**config.mk**
```make
export PLATFORM = sky130hd
export DESIGN_NAME = writebackStage
export DESIGN_NICKNAME = d
export VERILOG_FILES = /design/src/lsuOpPkg.sv /design/src/lsuStagePkg.sv /design/src/writebackStage.sv
export VERILOG_INCLUDE_DIRS = /design/src
export SDC_FILE = /design/constraint.sdc
export NUM_CORES = 1
export LEC_CHECK = 0
export ABC_AREA = 1
export BUFFER_PORTS_ARGS = -buffer_cell sky130_fd_sc_hd__buf_2
export CORE_ASPECT_RATIO = 1.1
export CORE_UTILIZATION = 30
export DETAILED_ROUTE_END_ITERATION = 10
export PLACE_DENSITY = 0.83
export SYNTH_ARGS = -nofsm -noshare
export SYNTH_HDL_FRONTEND = slang
export SYNTH_SLANG_ARGS = --single-unit
```
**constraint.sdc**
```tcl
create_clock -name clk -period 2.4 [get_ports clk]
set_input_delay 0.12 -clock clk [delete_from_list [all_inputs] [get_ports clk]]
set_output_delay 0.12 -clock clk [all_outputs]
set_load 0.02 [all_outputs]
```
**src/lsu_settings.svh**
```systemverilog
// Sizes for the load/store unit. Single hart, 32-bit words only
// LSU_MEM_WORDS must equal 2**(LSU_PA_BITS-2)
`ifndef LSU_SETTINGS_SVH
`define LSU_SETTINGS_SVH

//////////////////////////////////////////////////
// Address and data widths
//////////////////////////////////////////////////

`define LSU_PA_BITS    10   // Physical byte address width
`define LSU_DATA_BITS  32   // One data word

//////////////////////////////////////////////////
// Data memory
//////////////////////////////////////////////////

`define LSU_MEM_WORDS  256  // Word count, covers the full address space

`endif

```
**src/lsuOpPkg.sv**
```systemverilog
// Request opcodes and memory operation codes of the LSU
// SC result on rspData is 0 for success and 1 for failure
package lsuOpPkg;

  //////////////////////////////////////////////////
  // Request opcode at the LSU input
  //////////////////////////////////////////////////

  typedef enum logic [2:0] {
    OP_NOP   = 3'd0,  // No access, never responds
    OP_LOAD  = 3'd1,  // Plain word load
    OP_STORE = 3'd2,  // Plain word store
    OP_LR    = 3'd3,  // Load reserved
    OP_SC    = 3'd4   // Store conditional
  } lsuOpE;

  // Memory operation code
  // Bit 1 is read, bit 0 is write
  typedef enum logic [1:0] {
    RW_NONE  = 2'b00,
    RW_WRITE = 2'b01,
    RW_READ  = 2'b10,
    RW_BOTH  = 2'b11  // Not produced by decode, kept for the encoding
  } rwCodeE;

  // Value returned on rspData by an SC
  localparam logic SC_SUCCESS = 1'b0;
  localparam logic SC_FAILURE = 1'b1;

endpackage

```
**src/lsuStagePkg.sv**
```systemverilog
// Address and data types shared by the pipeline stages
// Addresses are byte addresses, always word aligned
`include "lsu_settings.svh"

package lsuStagePkg;

  //////////////////////////////////////////////////
  // Addresses
  //////////////////////////////////////////////////

  typedef logic [`LSU_PA_BITS-1:0] physAdrT;  // Byte address
  typedef logic [`LSU_PA_BITS-3:0] wordAdrT;  // Byte address without low 2 bits

  //////////////////////////////////////////////////
  // Data
  //////////////////////////////////////////////////

  typedef logic [`LSU_DATA_BITS-1:0] dataT;   // One memory word

  // Drop the byte offset, misaligned addresses are not supported
  function automatic wordAdrT wordOf(physAdrT adr);
    return adr[`LSU_PA_BITS-1:2];
  endfunction

  // All-zero word, store response data
  localparam dataT DATA_ZERO = '0;

endpackage

```
**src/writebackStage.sv**
```systemverilog
// Writeback stage, forms the response from the W register
// Store responds with 0, SC with its result bit, nop never responds
`timescale 1ns/1ps
`include "lsu_settings.svh"

module writebackStage (
  input  logic              clk,
  input  logic              rstN,
  input  logic              stall,     // Holds W, outputs stay stable
  input  logic              valid,     // Request valid in M
  input  lsuOpPkg::lsuOpE   op,        // Opcode in M
  input  lsuStagePkg::dataT rData,     // Memory word, already in W
  input  logic              squashScW, // SC failed, already in W
  output logic              rspValid,
  output lsuStagePkg::dataT rspData,
  output logic              scFail
);
  import lsuOpPkg::*;
  import lsuStagePkg::*;

  logic  validW; // Response pending
  lsuOpE opW;    // Kind of the W request
  logic  isScW;

  //////////////////////////////////////////////////
  // M to W register
  //////////////////////////////////////////////////

  always_ff @(posedge clk or negedge rstN) begin
    if (!rstN) begin
      validW <= 1'b0;
      opW    <= OP_NOP;
    end else if (!stall) begin
      validW <= valid;
      opW    <= op;
    end
  end

  //////////////////////////////////////////////////
  // Response
  //////////////////////////////////////////////////

  assign isScW    = validW & (opW == OP_SC);
  assign rspValid = validW;
  assign scFail   = isScW & squashScW; // Squash flag alone is stale for non-SC

  always_comb begin
    case (opW)
      OP_LOAD, OP_LR: rspData = rData;
      OP_SC:          rspData = {{(`LSU_DATA_BITS-1){1'b0}},
                                 squashScW ? SC_FAILURE : SC_SUCCESS};
      default:        rspData = DATA_ZERO; // Store, and nothing pending
    endcase
  end

endmodule
```
==> key figures <==
Global routing
  • Global-route wire length before repair: roughly 1.9 mm
  • Pin count of the biggest net entering global routing: 32
  • GR Util All Layers: 15.3%
  • Grt total ovfl: 0
  • Number of global-route vias before repair: ~540
  • Initial antenna violation count: 0

Layout
  • Final-layout fill cell count: approximately 140
  • Layout cells sized above 1: a little over half
  • Diode count: 0
  • Core Util, Final: about three fifths
  • Sequential cell area: roughly 100 sq um
  • Final instance area: about 860 sq um
  • Finished Layout Cells: roughly 180
  • Area grow syn2layout: 78.9%
  • Multi-input logic area: between 200 and 250 sq um
  • Nets: around 210

Critical path
  • Crit path arrival time: ~1.4 ns
  • CP max FO: 31
  • Reg2reg setup slack: approximately 1.8 ns
  • Critical path class: flop to output pin
  • Worst Setup EP: rspData[29]
  • CP endpoint kind: output pin
  • FF-to-FF End: opW[0]
  • Worst EP required: around 2.3 ns
  • Critical Path Source Type: flop
  • Reg2Reg Depth: 2
  • Crit path from: opW[2]
  • Reg-to-Reg Start: opW[0]

Place
  • DP Area: about 830 sq um
  • RePlAce Congestion: between 0.6 and 0.7
  • Port Buffers: 73
  • Setup WS pre-CTS: ~1.1 ns
  • Dpl cells: between 150 and 200
  • Detailed Place HPWL: between 1 and 1.5 mm

Timing
  • Slew headroom: slightly below 60%
  • Slew Limit Fails: 0
  • RSZ-0062 raised after global routing: false
  • TNS Setup: 0 ns
  • Crit path time final: approximately 1.5 ns
  • Final Hold Viols: 0
  • Fmax: roughly 650 MHz
  • Fin crit share: 64.5%
  • Final hold slack: approximately 0.13 ns
  • Worst Tran Pin Value: roughly 0.61 ns
  • Final worst setup slack: 0.851 ns
  • Clk_skew: 0 ns
  • Final setup violation count: 0

Route
  • Routed wire length: 1.31 mm
  • DR vias/cell: between 3 and 4
  • Vias post-DR: ~680
  • Initial DRC Count: 3
  • DRT Pass-1 Iters: 3
  • Number of remaining DRC errors: 0
  • Wire per inst: 7.30 um
  • Final ANT Viol Nets: 0

Clock network
  • Later-pin clock latency in the skew report: 0.23 ns
  • CTS Buffer Depth: 2
  • CTS resizes: 0
  • TritonCTS Sinks: 4
  • Root Driver: clkbuf_4
  • H-Tree Depth: 1
  • Number of buffers created by CTS: 3
  • Clock Pin Slew Worst Setup and Hold Paths: roughly 0.03 ns
  • CTS tree: done

Power
  • Power Total: around 0.30 mW
  • Leakage power: about 0.69 nW
  • Power per cell area: roughly 340 nW/um^2
  • Peak supply drop: 0.338 mV

Yosys
  • Synthesized netlist net count: 130
  • Syn_area_per_cell: ~5.3 sq um
  • Post-synthesis cell count: 90
  • Synthesis-stage register bit count: 4
  • Sequential fraction of the synthesis area: 20.8%
  • Cell area after synthesis: roughly 480 sq um
  • Netlist cell types: 11
  • Ys Warns: 0

Floorplan
  • Die width: approximately 40 um
  • Die area: about 1800 sq um
  • Initial Util: approximately a third
  • Ports: 74
  • Core area: ~1400 sq um
  • Vert. Die Dim: ~44 um
  • Num rows: 14

Run
  • Max-Cap Viols: 0

Hold path
  • HP Class: primary input to flop

Status
  • Status: finished, final reports clean
layout make-up:
cell class / instances / area share [%]
multi-input combinational: 46 / 24.0
sequential: 4 / 11.6
clock buffer: 3 / 2.62
inverter: 36 / 15.7
tap: 16 / 2.33
timing repair buffer: 74 / 43.7
state kept, by name, indices dropped and copies added, names as in the netlist:
register,cells
opW,3
rspValid,1
worst min-delay path by stage:
stage | start | end | slack [ns] | depth (start not counted)
final | op[0] | opW[0] | 0.13 | 3
after global placement | rstN | rspValid | -0.07 | 1
after global routing | op[1] | opW[1] | 0.15 | 3
after CTS | op[0] | opW[0] | 0.12 | 3
after detailed placement | rstN | opW[0] | -0.07 | 1
after floorplan | rstN | opW[0] | -0.18 | 0
synthesized netlist by cell type:
library cell | number | area, sq um
dfrtp_1 | 4 | 100
buf_6 | 3 | 33.8
nand2_2 | 1 | 6.26
nand2_1 | 5 | 18.8
a21oi_1 | 2 | 10.0
inv_1 | 36 | 135
nor2_1 | 25 | 93.8
clkbuf_2 | 1 | 5.00
o21ai_0 | 2 | 10.0
nor2_2 | 10 | 62.6
nand3_1 | 1 | 5.00
critical path, cell delays in order (launching register included):
cell and delay (ns):
dfrtp_1 0.36, inv_1 0.10, nand2_2 0.35, nor2_1 0.20
buf_2 0.18
cells by family after synthesis:
kind of cell	synth area share [%]
buf+inv	36.2
simple gates	38.8
compound gates	4.17
flops	20.8
report_power, final:
group,total [mW],switching (mW),internal [mW]
sequential,0.0778,0.00397,0.0739
clock,0.0797,0.0240,0.0557
combinational,0.139,0.0835,0.0554
total,0.296,0.111,0.185
layout by cell type, fill, tap and decap left out, drive strengths merged:
cell          n
buf          73
inv          36
nor2         35
nand2         6
dfrtp         4
clkbuf        3
o21ai         2
a21oi         2
nand3         1
dlygate4sd3   1
per-layer routing:
metal  vias to the layer above  global-route usage (%)  part of all wire, %
met5                         -                       0                    0
met4                         0                    10.3                    0
met3                         0                    3.59                   10
met2                        40                    29.4                   55
met1                       253                    12.3                   35
li1                        383                       -                    -
what timing repair did:
item,CTS,global route
endpoints found under the setup margin,0,0
hold buffers,1,0
buffers inserted,0,0
endpoints found under the hold margin,4,0
No activity file was read; power rests on OpenSTA's default activity.
