[src/lsu_settings.svh]
// Sizes for the load/store unit. Single hart, 32-bit words only
// LSU_MEM_WORDS must equal 2**(LSU_PA_BITS-2)
`ifndef LSU_SETTINGS_SVH
`define LSU_SETTINGS_SVH

//////////////////////////////////////////////////
// Address and data widths
//////////////////////////////////////////////////

`define LSU_PA_BITS    10   // Physical byte address width
`define LSU_DATA_BITS  32   // One data word

//////////////////////////////////////////////////
// Data memory
//////////////////////////////////////////////////

`define LSU_MEM_WORDS  256  // Word count, covers the full address space

`endif

[src/lsuOpPkg.sv]
// Request opcodes and memory operation codes of the LSU
// SC result on rspData is 0 for success and 1 for failure
package lsuOpPkg;

  //////////////////////////////////////////////////
  // Request opcode at the LSU input
  //////////////////////////////////////////////////

  typedef enum logic [2:0] {
    OP_NOP   = 3'd0,  // No access, never responds
    OP_LOAD  = 3'd1,  // Plain word load
    OP_STORE = 3'd2,  // Plain word store
    OP_LR    = 3'd3,  // Load reserved
    OP_SC    = 3'd4   // Store conditional
  } lsuOpE;

  // Memory operation code
  // Bit 1 is read, bit 0 is write
  typedef enum logic [1:0] {
    RW_NONE  = 2'b00,
    RW_WRITE = 2'b01,
    RW_READ  = 2'b10,
    RW_BOTH  = 2'b11  // Not produced by decode, kept for the encoding
  } rwCodeE;

  // Value returned on rspData by an SC
  localparam logic SC_SUCCESS = 1'b0;
  localparam logic SC_FAILURE = 1'b1;

endpackage

[src/lsuStagePkg.sv]
// Address and data types shared by the pipeline stages
// Addresses are byte addresses, always word aligned
`include "lsu_settings.svh"

package lsuStagePkg;

  //////////////////////////////////////////////////
  // Addresses
  //////////////////////////////////////////////////

  typedef logic [`LSU_PA_BITS-1:0] physAdrT;  // Byte address
  typedef logic [`LSU_PA_BITS-3:0] wordAdrT;  // Byte address without low 2 bits

  //////////////////////////////////////////////////
  // Data
  //////////////////////////////////////////////////

  typedef logic [`LSU_DATA_BITS-1:0] dataT;   // One memory word

  // Drop the byte offset, misaligned addresses are not supported
  function automatic wordAdrT wordOf(physAdrT adr);
    return adr[`LSU_PA_BITS-1:2];
  endfunction

  // All-zero word, store response data
  localparam dataT DATA_ZERO = '0;

endpackage

[src/memReqIf.sv]
// One decoded request held in the memory stage
// No handshake, valid qualifies the whole bundle
`timescale 1ns/1ps

interface memReqIf;
  import lsuOpPkg::*;
  import lsuStagePkg::*;

  //////////////////////////////////////////////////
  // Request fields, registered by decode
  //////////////////////////////////////////////////

  logic    valid;   // Entry holds a real access
  lsuOpE   op;      // Original opcode, needed again in W
  rwCodeE  preRw;   // Read/write before SC squash
  logic    atomic;  // LR or SC
  physAdrT adr;     // Byte address
  dataT    wData;   // Store data

  // Decode stage drives the bundle
  modport src (
    output valid, op, preRw, atomic, adr, wData
  );

  // Reservation tracking needs the access kind and the address
  modport resv (
    input valid, preRw, atomic, adr
  );

  // Data memory only needs the location and the store data
  modport mem (
    input adr, wData
  );

endinterface

[src/reservationUnit.sv]
// LR/SC reservation for a single hart
// Plain stores never break the reservation, only LR and SC touch it
`timescale 1ns/1ps

module reservationUnit (
  input  logic             clk,
  input  logic             rstN,
  input  logic             stall,     // Freezes reservation and squash flag
  memReqIf.resv            req,       // Request in M
  output lsuOpPkg::rwCodeE rw,        // Final memory operation
  output logic             squashScW  // Failed SC, aligned to W
);
  import lsuOpPkg::*;
  import lsuStagePkg::*;

  wordAdrT resvAdr;    // Reserved word
  logic    resvValid;  // Reservation held
  logic    resvNext;   // Next value of resvValid
  logic    lrM, scM;   // Atomic kind in M
  logic    adrMatchM;  // SC hits the reservation
  logic    squashScM;  // SC must not write

  //////////////////////////////////////////////////
  // Classify the access in M
  //////////////////////////////////////////////////

  assign lrM = req.valid & req.atomic & req.preRw[1];
  assign scM = req.valid & req.atomic & req.preRw[0];

  // Only the word address is compared
  assign adrMatchM = resvValid & (wordOf(req.adr) == resvAdr);
  assign squashScM = scM & ~adrMatchM;

  // Invalid entries and failing SCs never reach the memory
  assign rw = (req.valid & ~squashScM) ? req.preRw : RW_NONE;

  always_comb begin
    if (lrM)      resvNext = 1'b1;      // LR sets it
    else if (scM) resvNext = 1'b0;      // Any SC clears it, pass or fail
    else          resvNext = resvValid; // Hold otherwise
  end

  //////////////////////////////////////////////////
  // Reservation and squash registers
  //////////////////////////////////////////////////

  always_ff @(posedge clk or negedge rstN) begin
    if (!rstN) begin
      resvValid <= 1'b0;
      squashScW <= 1'b0;
    end else if (!stall) begin
      resvValid <= resvNext;
      squashScW <= squashScM; // Used by W only for an SC
    end
  end

  // Address meaningless while resvValid is low
  always_ff @(posedge clk) begin
    if (lrM && !stall) resvAdr <= wordOf(req.adr);
  end

endmodule

[src/flat_wrapper.sv]
// flat-port wrapper written by rule: the top's interface ports become plain ports
module reservationUnit_flat import lsuOpPkg::*; import lsuStagePkg::*;
  (clk, rstN, stall, rw, squashScW, req_valid, req_preRw, req_atomic, req_adr);
  memReqIf req_i ();
  input  logic clk;
  input  logic rstN;
  input  logic stall;
  output lsuOpPkg::rwCodeE rw;
  output logic squashScW;
  input wire logic [$bits(req_i.valid)-1:0] req_valid;
  input wire logic [$bits(req_i.preRw)-1:0] req_preRw;
  input wire logic [$bits(req_i.atomic)-1:0] req_atomic;
  input wire logic [$bits(req_i.adr)-1:0] req_adr;
  assign req_i.valid = req_valid;
  assign req_i.preRw = req_preRw;
  assign req_i.atomic = req_atomic;
  assign req_i.adr = req_adr;
  reservationUnit u_core (.clk(clk), .rstN(rstN), .stall(stall), .req(req_i), .rw(rw), .squashScW(squashScW));
endmodule
[config.mk]
export PLATFORM = sky130hd
export DESIGN_NAME = reservationUnit_flat
export DESIGN_NICKNAME = d
export VERILOG_FILES = /design/src/lsuOpPkg.sv /design/src/lsuStagePkg.sv /design/src/memReqIf.sv /design/src/reservationUnit.sv /design/src/flat_wrapper.sv
export VERILOG_INCLUDE_DIRS = /design/src
export SDC_FILE = /design/constraint.sdc
export NUM_CORES = 1
export LEC_CHECK = 0
export BUFFER_PORTS_ARGS = -buffer_cell sky130_fd_sc_hd__buf_2
export CORE_AREA = 10 10 47 49
export DETAILED_ROUTE_END_ITERATION = 7
export DIE_AREA = 0 0 57 59
export SYNTH_ARGS = -nofsm -noshare
export SYNTH_HDL_FRONTEND = slang
export SYNTH_SLANG_ARGS = --single-unit
[constraint.sdc]
create_clock -name clk -period 1.4 [get_ports clk]
set_input_delay 0.14 -clock clk [delete_from_list [all_inputs] [get_ports clk]]
set_output_delay 0.14 -clock clk [all_outputs]
set_load 0.005 [all_outputs]
==> results.cfg <==
[run_status]
run_status = finished with violations
failed_checks = setup timing

[die]
fp.coreArea_mm2 = 0.001401
io_pins = 20
initial_core_util = 0.3089
die_h_um = 59
die_w_um = 57
die_area_mm2 = 0.003363
rows = 14

[synthesis]
synth_fp_nets = 47
ys_warn_count = 0
synth_area_um2 = 432.9
ys_types = 14
synth.area.top_cells = edfxtp_1, xor2_1, dfrtp_1
yosys.area.top_type = edfxtp_1
synth_edf_count = 8
synth_seq_area_share = 0.6705
synth_cells = 30
ys_ff_latch = 10
syn_area_per_cell_um2 = 14.43
ys.flop_type = edfxtp_1
synth_common_cells = edfxtp_1, xor2_1, nand2_1, dfrtp_1
synth.most_common_cell = edfxtp_1
yosysTopAreaCellShare = 0.5549
async_reset_ff_frac = 0.2000

[place]
hpwl_um = 704.3
gp_congestion = 0.7442
port_buffers = 17
pre_cts_ws_ns = -0.1154

[clocking]
cts_made_buffers = 3
clock_path_buffers = 2
htree_levels = 1
cts_tree = done
clock-sinks = 10
cts-root-buf = clkbuf_4
insertion_delay_ns = 0.27
clk_pin_slew_ns = 0.06

[power]
leakage_nw = 0.2533
p_switching_uw = 129.6
combPwrFrac = 0.112
power.share.sequential = 0.559
p_sw_frac = 0.2110
irDropWorstVdd_mv = 0.5915
intPower_uw = 484.4
power_uw = 613.9
p_per_area_mw_per_mm2 = 1020
pwr-share-clk = 0.329

[detailed_routing]
vias = 303
viasPerCell = 4.329
final_antenna_net_count = 0
drt_iter0_markers = 3
wl_um = 880
drc = 0
wire_per_inst_um = 12.57
first_pass_iters = 4

[timing]
worst_slack_ns = -0.3369
hold_ws_ns = 0.07222
rsz0062_at_grt = true
max_slew_margin = 0.8431
timing.final.crit_share = 1.241
setup_viol = 3
fin_worst_skew_ns = 0.008865
fmaxAchievable_ghz = 0.5757
maxSlewViolCount = 0
hold_viol = 0
tightest_slew_ns = 0.2334
finalCriticalPeriod_ns = 1.737

[grt]
globalRouteOverflowTotal = 0
antenna_found_initial = 0
grt_pass1_wl_um = 1359
grt_pass1_vias = 318
grt_use_total = 0.05371
grt_max_degree = 10

[worst_setup_path]
crit_fanout = 3
worst_path_max_delay_cell = edfxtp_1
crit_type = register to primary output
start_kind = register
crit_chain = xor2_1 -> nor4_2 -> nand4_1 -> a31oi_1 -> buf_2
path_buf_inv = 1
crit_arrival_ns = 1.60
critPathRequiredTime_ns = 1.26
reg2reg_slack_ns = -0.04
worstSetupEndpointType = primary output
path_delay_family = simple AND/OR/NAND/NOR gates
timing.critical_path.slowest_cell_delay_ns = 0.37

[run]
max_cap_violations = 0

[final_layout]
nNetsFinal = 72
num_antenna_cells = 0
drive_above_1_share = 0.4444
synthToLayoutAreaGrowth_pct = 39.02
fill_cells = 143

[min_path]
hold_class = input port to register
-- worst register-to-register path, stage by stage (launching register included) --
cell	delay, ns
edfxtp_1	0.37
xor2_1	0.16
nor4_2	0.29
nand4_1	0.20
buf_4	0.18
a2bb2oi_2	0.12
-- worst paths after layout --
check                                  start           endpoint  cells after the start
setup reg to reg           u_core.resvAdr[0]   u_core.squashScW                      5
max in group asynchronous               rstN   u_core.resvValid                      2
hold reg to reg             u_core.resvValid   u_core.resvValid                      1
setup / recovery           u_core.resvAdr[0]              rw[1]                      5
min in group asynchronous               rstN   u_core.squashScW                      2
hold / removal                    req_adr[3]  u_core.resvAdr[1]                      1
-- metrics by stage --
stage / utilization / instance area (um2) / cells / setup TNS, ns
6_report: 0.4295 / 601.8 / 70 / -0.7065
5_1_grt: 0.4295 / 601.8 / 70 / -1.015
4_1_cts: 0.4250 / 595.6 / 70 / -0.8246
3_5_place_dp: 0.3946 / 553.0 / 65 / -0.2665
3_3_place_gp: 0.3946 / 553.0 / 65 / -0.2757
2_1_floorplan: - / 432.9 / 30 / 0
-- cell usage in the layout (no fill, tap or decap), drive strengths merged --
cell type and n:
buf 19, edfxtp 8, xor2 7, clkbuf 4
nand2 3, dfrtp 2, xnor2 1, nor3 1
nor4 1, nand4 1, a21oi 1, a31oi 1
nor3b 1, nand4b 1, a2bb2oi 1, a21o 1
dlygate4sd3 1
-- routing by layer --
layer	GRT usage	vias to the layer above	share of wire
li1	-	160	-
met1	0.05134	127	0.36
met2	0.07752	12	0.48
met3	0.04077	4	0.11
met4	0.04027	0	0.039
met5	0	-	0
-- what timing repair did --
action	in CTS	in global routing
endpoints found under the setup margin	3	3
pin swaps	5	1
gates resized for setup	1	1
setup buffers	1	0
hold endpoints to repair	2	0
hold buffers	1	0
-- cells by family after synthesis --
kind of cell              after synthesis  synth area share
AOI/OAI and AO/OA                       4           0.06359
xor gates and xnor gates                8            0.1619
DFF                                    10            0.6705
and+or+nand+nor                         8            0.1041
-- state kept, by name, summed over array words and instances, names as in the netlist --
signal            count
u_core.resvAdr        8
u_core.resvValid      1
u_core.squashScW      1
-- power by group through the flow --
stage / sequential, mW / combinational (mW) / clock, mW
after detailed placement: 0.349 / 0.0640 / 0
after CTS: 0.343 / 0.0679 / 0.212
final: 0.343 / 0.0690 / 0.202
after floorplan: 0.349 / 0.0264 / 0
after global routing: 0.344 / 0.0763 / 0.228
after global placement: 0.349 / 0.0627 / 0
-- cell type report --
type                       count  area [um2]  area share
clock buffer                   4       26.28     0.04366
multi-input combinational     20       155.1      0.2578
sequential                    10       290.3      0.4823
tap                           16       20.02     0.03326
timing repair buffer          20       110.1      0.1830
No activity file was read; power rests on OpenSTA's default activity.
