===== config.mk =====
export PLATFORM = sky130hd
export DESIGN_NAME = opDecode_flat
export DESIGN_NICKNAME = d
export VERILOG_FILES = /design/src/lsuOpPkg.sv /design/src/lsuStagePkg.sv /design/src/memReqIf.sv /design/src/opDecode.sv /design/src/flat_wrapper.sv
export VERILOG_INCLUDE_DIRS = /design/src
export SDC_FILE = /design/constraint.sdc
export NUM_CORES = 1
export LEC_CHECK = 0
export ABC_AREA = 0
export BUFFER_PORTS_ARGS = -buffer_cell sky130_fd_sc_hd__buf_2
export CORE_ASPECT_RATIO = 1.5
export CORE_UTILIZATION = 44
export CTS_CLUSTER_DIAMETER = 150
export DETAILED_ROUTE_END_ITERATION = 16
export GPL_TIMING_DRIVEN = 0
export PLACE_DENSITY_LB_ADDON = 0.1
export SYNTH_ARGS = -nofsm -noshare
export SYNTH_HDL_FRONTEND = slang
export SYNTH_SLANG_ARGS = --single-unit

===== constraint.sdc =====
create_clock -name clk -period 1.6 [get_ports clk]
set_clock_uncertainty 0.1 [all_clocks]
set_input_delay 0.16 -clock clk [delete_from_list [all_inputs] [get_ports clk]]
set_output_delay 0.16 -clock clk [all_outputs]
set_load 0.01 [all_outputs]

===== src/lsu_settings.svh =====
// Sizes for the load/store unit. Single hart, 32-bit words only
// LSU_MEM_WORDS must equal 2**(LSU_PA_BITS-2)
`ifndef LSU_SETTINGS_SVH
`define LSU_SETTINGS_SVH

//////////////////////////////////////////////////
// Address and data widths
//////////////////////////////////////////////////

`define LSU_PA_BITS    10   // Physical byte address width
`define LSU_DATA_BITS  32   // One data word

//////////////////////////////////////////////////
// Data memory
//////////////////////////////////////////////////

`define LSU_MEM_WORDS  256  // Word count, covers the full address space

`endif


===== src/lsuOpPkg.sv =====
// Request opcodes and memory operation codes of the LSU
// SC result on rspData is 0 for success and 1 for failure
package lsuOpPkg;

  //////////////////////////////////////////////////
  // Request opcode at the LSU input
  //////////////////////////////////////////////////

  typedef enum logic [2:0] {
    OP_NOP   = 3'd0,  // No access, never responds
    OP_LOAD  = 3'd1,  // Plain word load
    OP_STORE = 3'd2,  // Plain word store
    OP_LR    = 3'd3,  // Load reserved
    OP_SC    = 3'd4   // Store conditional
  } lsuOpE;

  // Memory operation code
  // Bit 1 is read, bit 0 is write
  typedef enum logic [1:0] {
    RW_NONE  = 2'b00,
    RW_WRITE = 2'b01,
    RW_READ  = 2'b10,
    RW_BOTH  = 2'b11  // Not produced by decode, kept for the encoding
  } rwCodeE;

  // Value returned on rspData by an SC
  localparam logic SC_SUCCESS = 1'b0;
  localparam logic SC_FAILURE = 1'b1;

endpackage


===== src/lsuStagePkg.sv =====
// Address and data types shared by the pipeline stages
// Addresses are byte addresses, always word aligned
`include "lsu_settings.svh"

package lsuStagePkg;

  //////////////////////////////////////////////////
  // Addresses
  //////////////////////////////////////////////////

  typedef logic [`LSU_PA_BITS-1:0] physAdrT;  // Byte address
  typedef logic [`LSU_PA_BITS-3:0] wordAdrT;  // Byte address without low 2 bits

  //////////////////////////////////////////////////
  // Data
  //////////////////////////////////////////////////

  typedef logic [`LSU_DATA_BITS-1:0] dataT;   // One memory word

  // Drop the byte offset, misaligned addresses are not supported
  function automatic wordAdrT wordOf(physAdrT adr);
    return adr[`LSU_PA_BITS-1:2];
  endfunction

  // All-zero word, store response data
  localparam dataT DATA_ZERO = '0;

endpackage


===== src/memReqIf.sv =====
// One decoded request held in the memory stage
// No handshake, valid qualifies the whole bundle
`timescale 1ns/1ps

interface memReqIf;
  import lsuOpPkg::*;
  import lsuStagePkg::*;

  //////////////////////////////////////////////////
  // Request fields, registered by decode
  //////////////////////////////////////////////////

  logic    valid;   // Entry holds a real access
  lsuOpE   op;      // Original opcode, needed again in W
  rwCodeE  preRw;   // Read/write before SC squash
  logic    atomic;  // LR or SC
  physAdrT adr;     // Byte address
  dataT    wData;   // Store data

  // Decode stage drives the bundle
  modport src (
    output valid, op, preRw, atomic, adr, wData
  );

  // Reservation tracking needs the access kind and the address
  modport resv (
    input valid, preRw, atomic, adr
  );

  // Data memory only needs the location and the store data
  modport mem (
    input adr, wData
  );

endinterface


===== src/opDecode.sv =====
// Decode stage, maps the opcode to read/write and atomic bits
// Unknown opcodes are treated like a nop and never respond
`timescale 1ns/1ps

module opDecode (
  input  logic                 clk,
  input  logic                 rstN,
  input  logic                 stall,    // Global pipeline hold
  input  logic                 reqValid, // Request present this cycle
  input  lsuOpPkg::lsuOpE      reqOp,
  input  lsuStagePkg::physAdrT reqAdr,
  input  lsuStagePkg::dataT    reqData,
  memReqIf.src                 req       // Registered request in M
);
  import lsuOpPkg::*;

  rwCodeE rwD;     // Decoded read/write
  logic   atomicD; // LR or SC
  logic   memOpD;  // Opcode is a real access

  //////////////////////////////////////////////////
  // Opcode decode
  //////////////////////////////////////////////////

  always_comb begin
    rwD     = RW_NONE;
    atomicD = 1'b0;
    memOpD  = 1'b1;
    case (reqOp)
      OP_LOAD:  rwD = RW_READ;
      OP_STORE: rwD = RW_WRITE;
      OP_LR: begin
        rwD     = RW_READ;   // Reads like a load
        atomicD = 1'b1;
      end
      OP_SC: begin
        rwD     = RW_WRITE;  // Writes unless squashed in M
        atomicD = 1'b1;
      end
      default:  memOpD = 1'b0; // Nop and unused codes
    endcase
  end

  //////////////////////////////////////////////////
  // Decode to M register
  //////////////////////////////////////////////////

  // Valid bit, inputs ignored while stalled
  always_ff @(posedge clk or negedge rstN) begin
    if (!rstN) req.valid <= 1'b0;
    else if (!stall) req.valid <= reqValid & memOpD;
  end

  // Payload only matters when valid is set
  always_ff @(posedge clk) begin
    if (!stall) begin
      req.op     <= reqOp;
      req.preRw  <= rwD;
      req.atomic <= atomicD;
      req.adr    <= reqAdr;
      req.wData  <= reqData;
    end
  end

endmodule


===== src/flat_wrapper.sv =====
// flat-port wrapper written by rule: the top's interface ports become plain ports
module opDecode_flat import lsuOpPkg::*;
  (clk, rstN, stall, reqValid, reqOp, reqAdr, reqData, req_valid, req_op, req_preRw, req_atomic, req_adr, req_wData);
  memReqIf req_i ();
  input  logic clk;
  input  logic rstN;
  input  logic stall;
  input  logic reqValid;
  input  lsuOpPkg::lsuOpE reqOp;
  input  lsuStagePkg::physAdrT reqAdr;
  input  lsuStagePkg::dataT reqData;
  output wire logic [$bits(req_i.valid)-1:0] req_valid;
  output wire logic [$bits(req_i.op)-1:0] req_op;
  output wire logic [$bits(req_i.preRw)-1:0] req_preRw;
  output wire logic [$bits(req_i.atomic)-1:0] req_atomic;
  output wire logic [$bits(req_i.adr)-1:0] req_adr;
  output wire logic [$bits(req_i.wData)-1:0] req_wData;
  assign req_valid = req_i.valid;
  assign req_op = req_i.op;
  assign req_preRw = req_i.preRw;
  assign req_atomic = req_i.atomic;
  assign req_adr = req_i.adr;
  assign req_wData = req_i.wData;
  opDecode u_core (.clk(clk), .rstN(rstN), .stall(stall), .reqValid(reqValid), .reqOp(reqOp), .reqAdr(reqAdr), .reqData(reqData), .req(req_i));
endmodule

==> impl_metrics.json <==
{
  "hp-start": "reqValid",
  "final_cell_mix": "buf_2, edfxtp_1, dlygate4sd3_1",
  "p_sw_share_pct": 20.5,
  "critPathMaxFanout": 49,
  "post_drt_wl_per_cell_um": 12.9,
  "cts_setup_buffers": 0,
  "placed_cells": 196,
  "cp.required_ns": 1.68,
  "cts.clk_slew.worst_paths_ns": 0.08,
  "max_freq_mhz": 684,
  "postSynthAreaPerCell_um2": 25.9,
  "cts_root_buf": "clkbuf_8",
  "power_switching_uw": 516,
  "postLayoutCoreUtil_pct": 80.3,
  "htreeDepth": 2,
  "grt_overflow": 0,
  "first_pass_iters": 4,
  "setup_tns_ns": 0,
  "start_util_pct": 47.5,
  "grt_first_pass_wirelength_um": 4380,
  "p_per_area_mw_per_mm2": 972,
  "hold_viol": 0,
  "syn_inst": 59,
  "grt_pass1_vias": 1005,
  "fin_total_pwr_uw": 2520,
  "finalCritPeriodShare_pct": 91.3,
  "die-width_um": 50.2,
  "synth_cell_types": 11,
  "p_int_uw": 2000,
  "ctsHoldBuffers": 44,
  "route.detailed.drc": 0,
  "rrSetupSlack_ns": 0.67,
  "p_leak_uw": 0.00111,
  "postRouteAntennaNets": 0,
  "whs_endpoint": "u_core.req.valid",
  "final_nets": 256,
  "ys_seq_area_share_pct": 95.8,
  "synth_area_mm2": 0.00153,
  "ir_drop_mv": 0.914,
  "fin_cells": 247,
  "numCtsBuffers": 5,
  "cts_sinks": 49,
  "rows": 25,
  "clkPwrFrac_pct": 25.4,
  "power_frac_comb_pct": 13.2,
  "seq_power_share_pct": 61.4,
  "maxSlewHeadroom_pct": 35.0,
  "reg2reg_from": "u_core.req.valid",
  "finalCriticalPeriod_ns": 1.46,
  "clockBufferDepth": 2,
  "insertion_delay_ns": 0.29,
  "place.port_buffers": 97,
  "hold_path_depth": 2,
  "place_congestion": 0.619,
  "antenna_cells": 0,
  "dieArea_mm2": 0.00372,
  "drive_gt1_share_pct": 50.2,
  "vias": 1056,
  "worst_setup_path_end_kind": "register",
  "r2r_end": "u_core.req.valid",
  "die_y_um": 74.2,
  "first_iter_violations": 31,
  "vias_per_cell": 4.28,
  "critPathLaunchType": "input pin",
  "ff2ff_path_depth": 2,
  "grt_max_degree": 50,
  "ctsResizeCount": 0,
  "coreArea_mm2": 0.00322,
  "ys_warn_count": 0,
  "mostFrequentLayoutCell": "buf_2",
  "grt.total_usage_pct": 17.0,
  "crit_type": "input pin to register",
  "finalSetupViolCount": 0,
  "arrival_ns": 1.54,
  "cts_tree": "done",
  "tightest_slew_ns": 0.973,
  "min_path_type": "input pin to register",
  "io-pin-count": 98,
  "maxSlewViolCount": 0,
  "syn_nets": 108,
  "pre_cts_ws_ns": -0.174,
  "maxCapViolCount": 0,
  "syn_to_final_growth_pct": 69.0,
  "setup_ws_ns": 0.139,
  "rsz0062_at_grt": "no",
  "antenna_found_initial": 0,
  "drt_wl_total_um": 3180,
  "status": "complete, no violations",
  "ys_ff_latch": 49
}
flip-flops by register name (all words and copies together) (netlist names):
name / flops
u_core.req.preRw: 2
u_core.req.atomic: 1
u_core.req.wData: 32
u_core.req.adr: 10
u_core.req.valid: 1
u_core.req.op: 3
synth_stat cells:
library cell   n  area, µm²
a22o_2         1       10.0
a41o_1         1       10.0
edfxtp_1      48       1440
inv_1          1       3.75
dfrtp_1        1       25.0
or3_1          1       6.26
xnor2_1        1       8.76
nor2b_1        1       6.26
and2_1         1       6.26
nor2_1         2       7.51
o21ai_0        1       5.00
how the worst max path moves through the flow:
| stage | startpoint | endpoint | slack, ns |
|---|---|---|---|
| global route | stall | u_core.req.valid | 0.05 |
| detailed placement | stall | u_core.req.valid | -0.17 |
| global placement | stall | u_core.req.valid | -0.12 |
| floorplan | stall | u_core.req.valid | 0.23 |
| CTS | stall | u_core.req.valid | 0.14 |
| finish | stall | u_core.req.valid | 0.14 |
critical path, cell delays in order:
cell and delay [ns]:
buf_2 0.11, clkinvlp_4 0.75, a41o_1 0.50
layout make-up:
cell class                 count  area (µm²)
sequential                    49        1470
timing repair buffer         141         926
fill                         190         636
clock buffer                   6        72.6
multi-input combinational      9        60.1
tap                           40        50.0
inverter                       1        7.51
clock inverter                 1        3.75
power groups by stage:
stage / clock network [µW] / registers, µW / logic (µW)
3_5_place_dp: 0 / 1570 / 248
6_report: 639 / 1540 / 332
3_3_place_gp: 0 / 1570 / 243
2_1_floorplan: 0 / 1630 / 28.2
5_1_grt: 703 / 1550 / 355
4_1_cts: 657 / 1540 / 332
through the flow:
stage	hold WS, ns	area (µm²)
finish	0.0163	2590
global route	0.00630	2590
CTS	0.00637	2590
detailed placement	-0.164	2070
global placement	-0.165	2070
floorplan	-0.236	1530
layer usage:
layer / wire length, µm / global-route usage [%] / up-vias
li1: - / - / 529
met1: 1210 / 18.5 / 465
met2: 1720 / 30.4 / 58
met3: 200 / 4.70 / 4
met4: 40 / 7.62 / 0
met5: 0 / 0 / -
logic make-up (layout without fill, tap and decap cells):
logic type	Yosys count	after routing	synth area share [%]
flip-flops	49	49	95.8
AND/OR/NAND/NOR	5	5	1.72
AO/OA/AOI/OAI	3	3	1.64
XOR/XNOR	1	1	0.572
buffers and inverters	1	149	0.245
No activity file was read; power rests on OpenSTA's default activity.
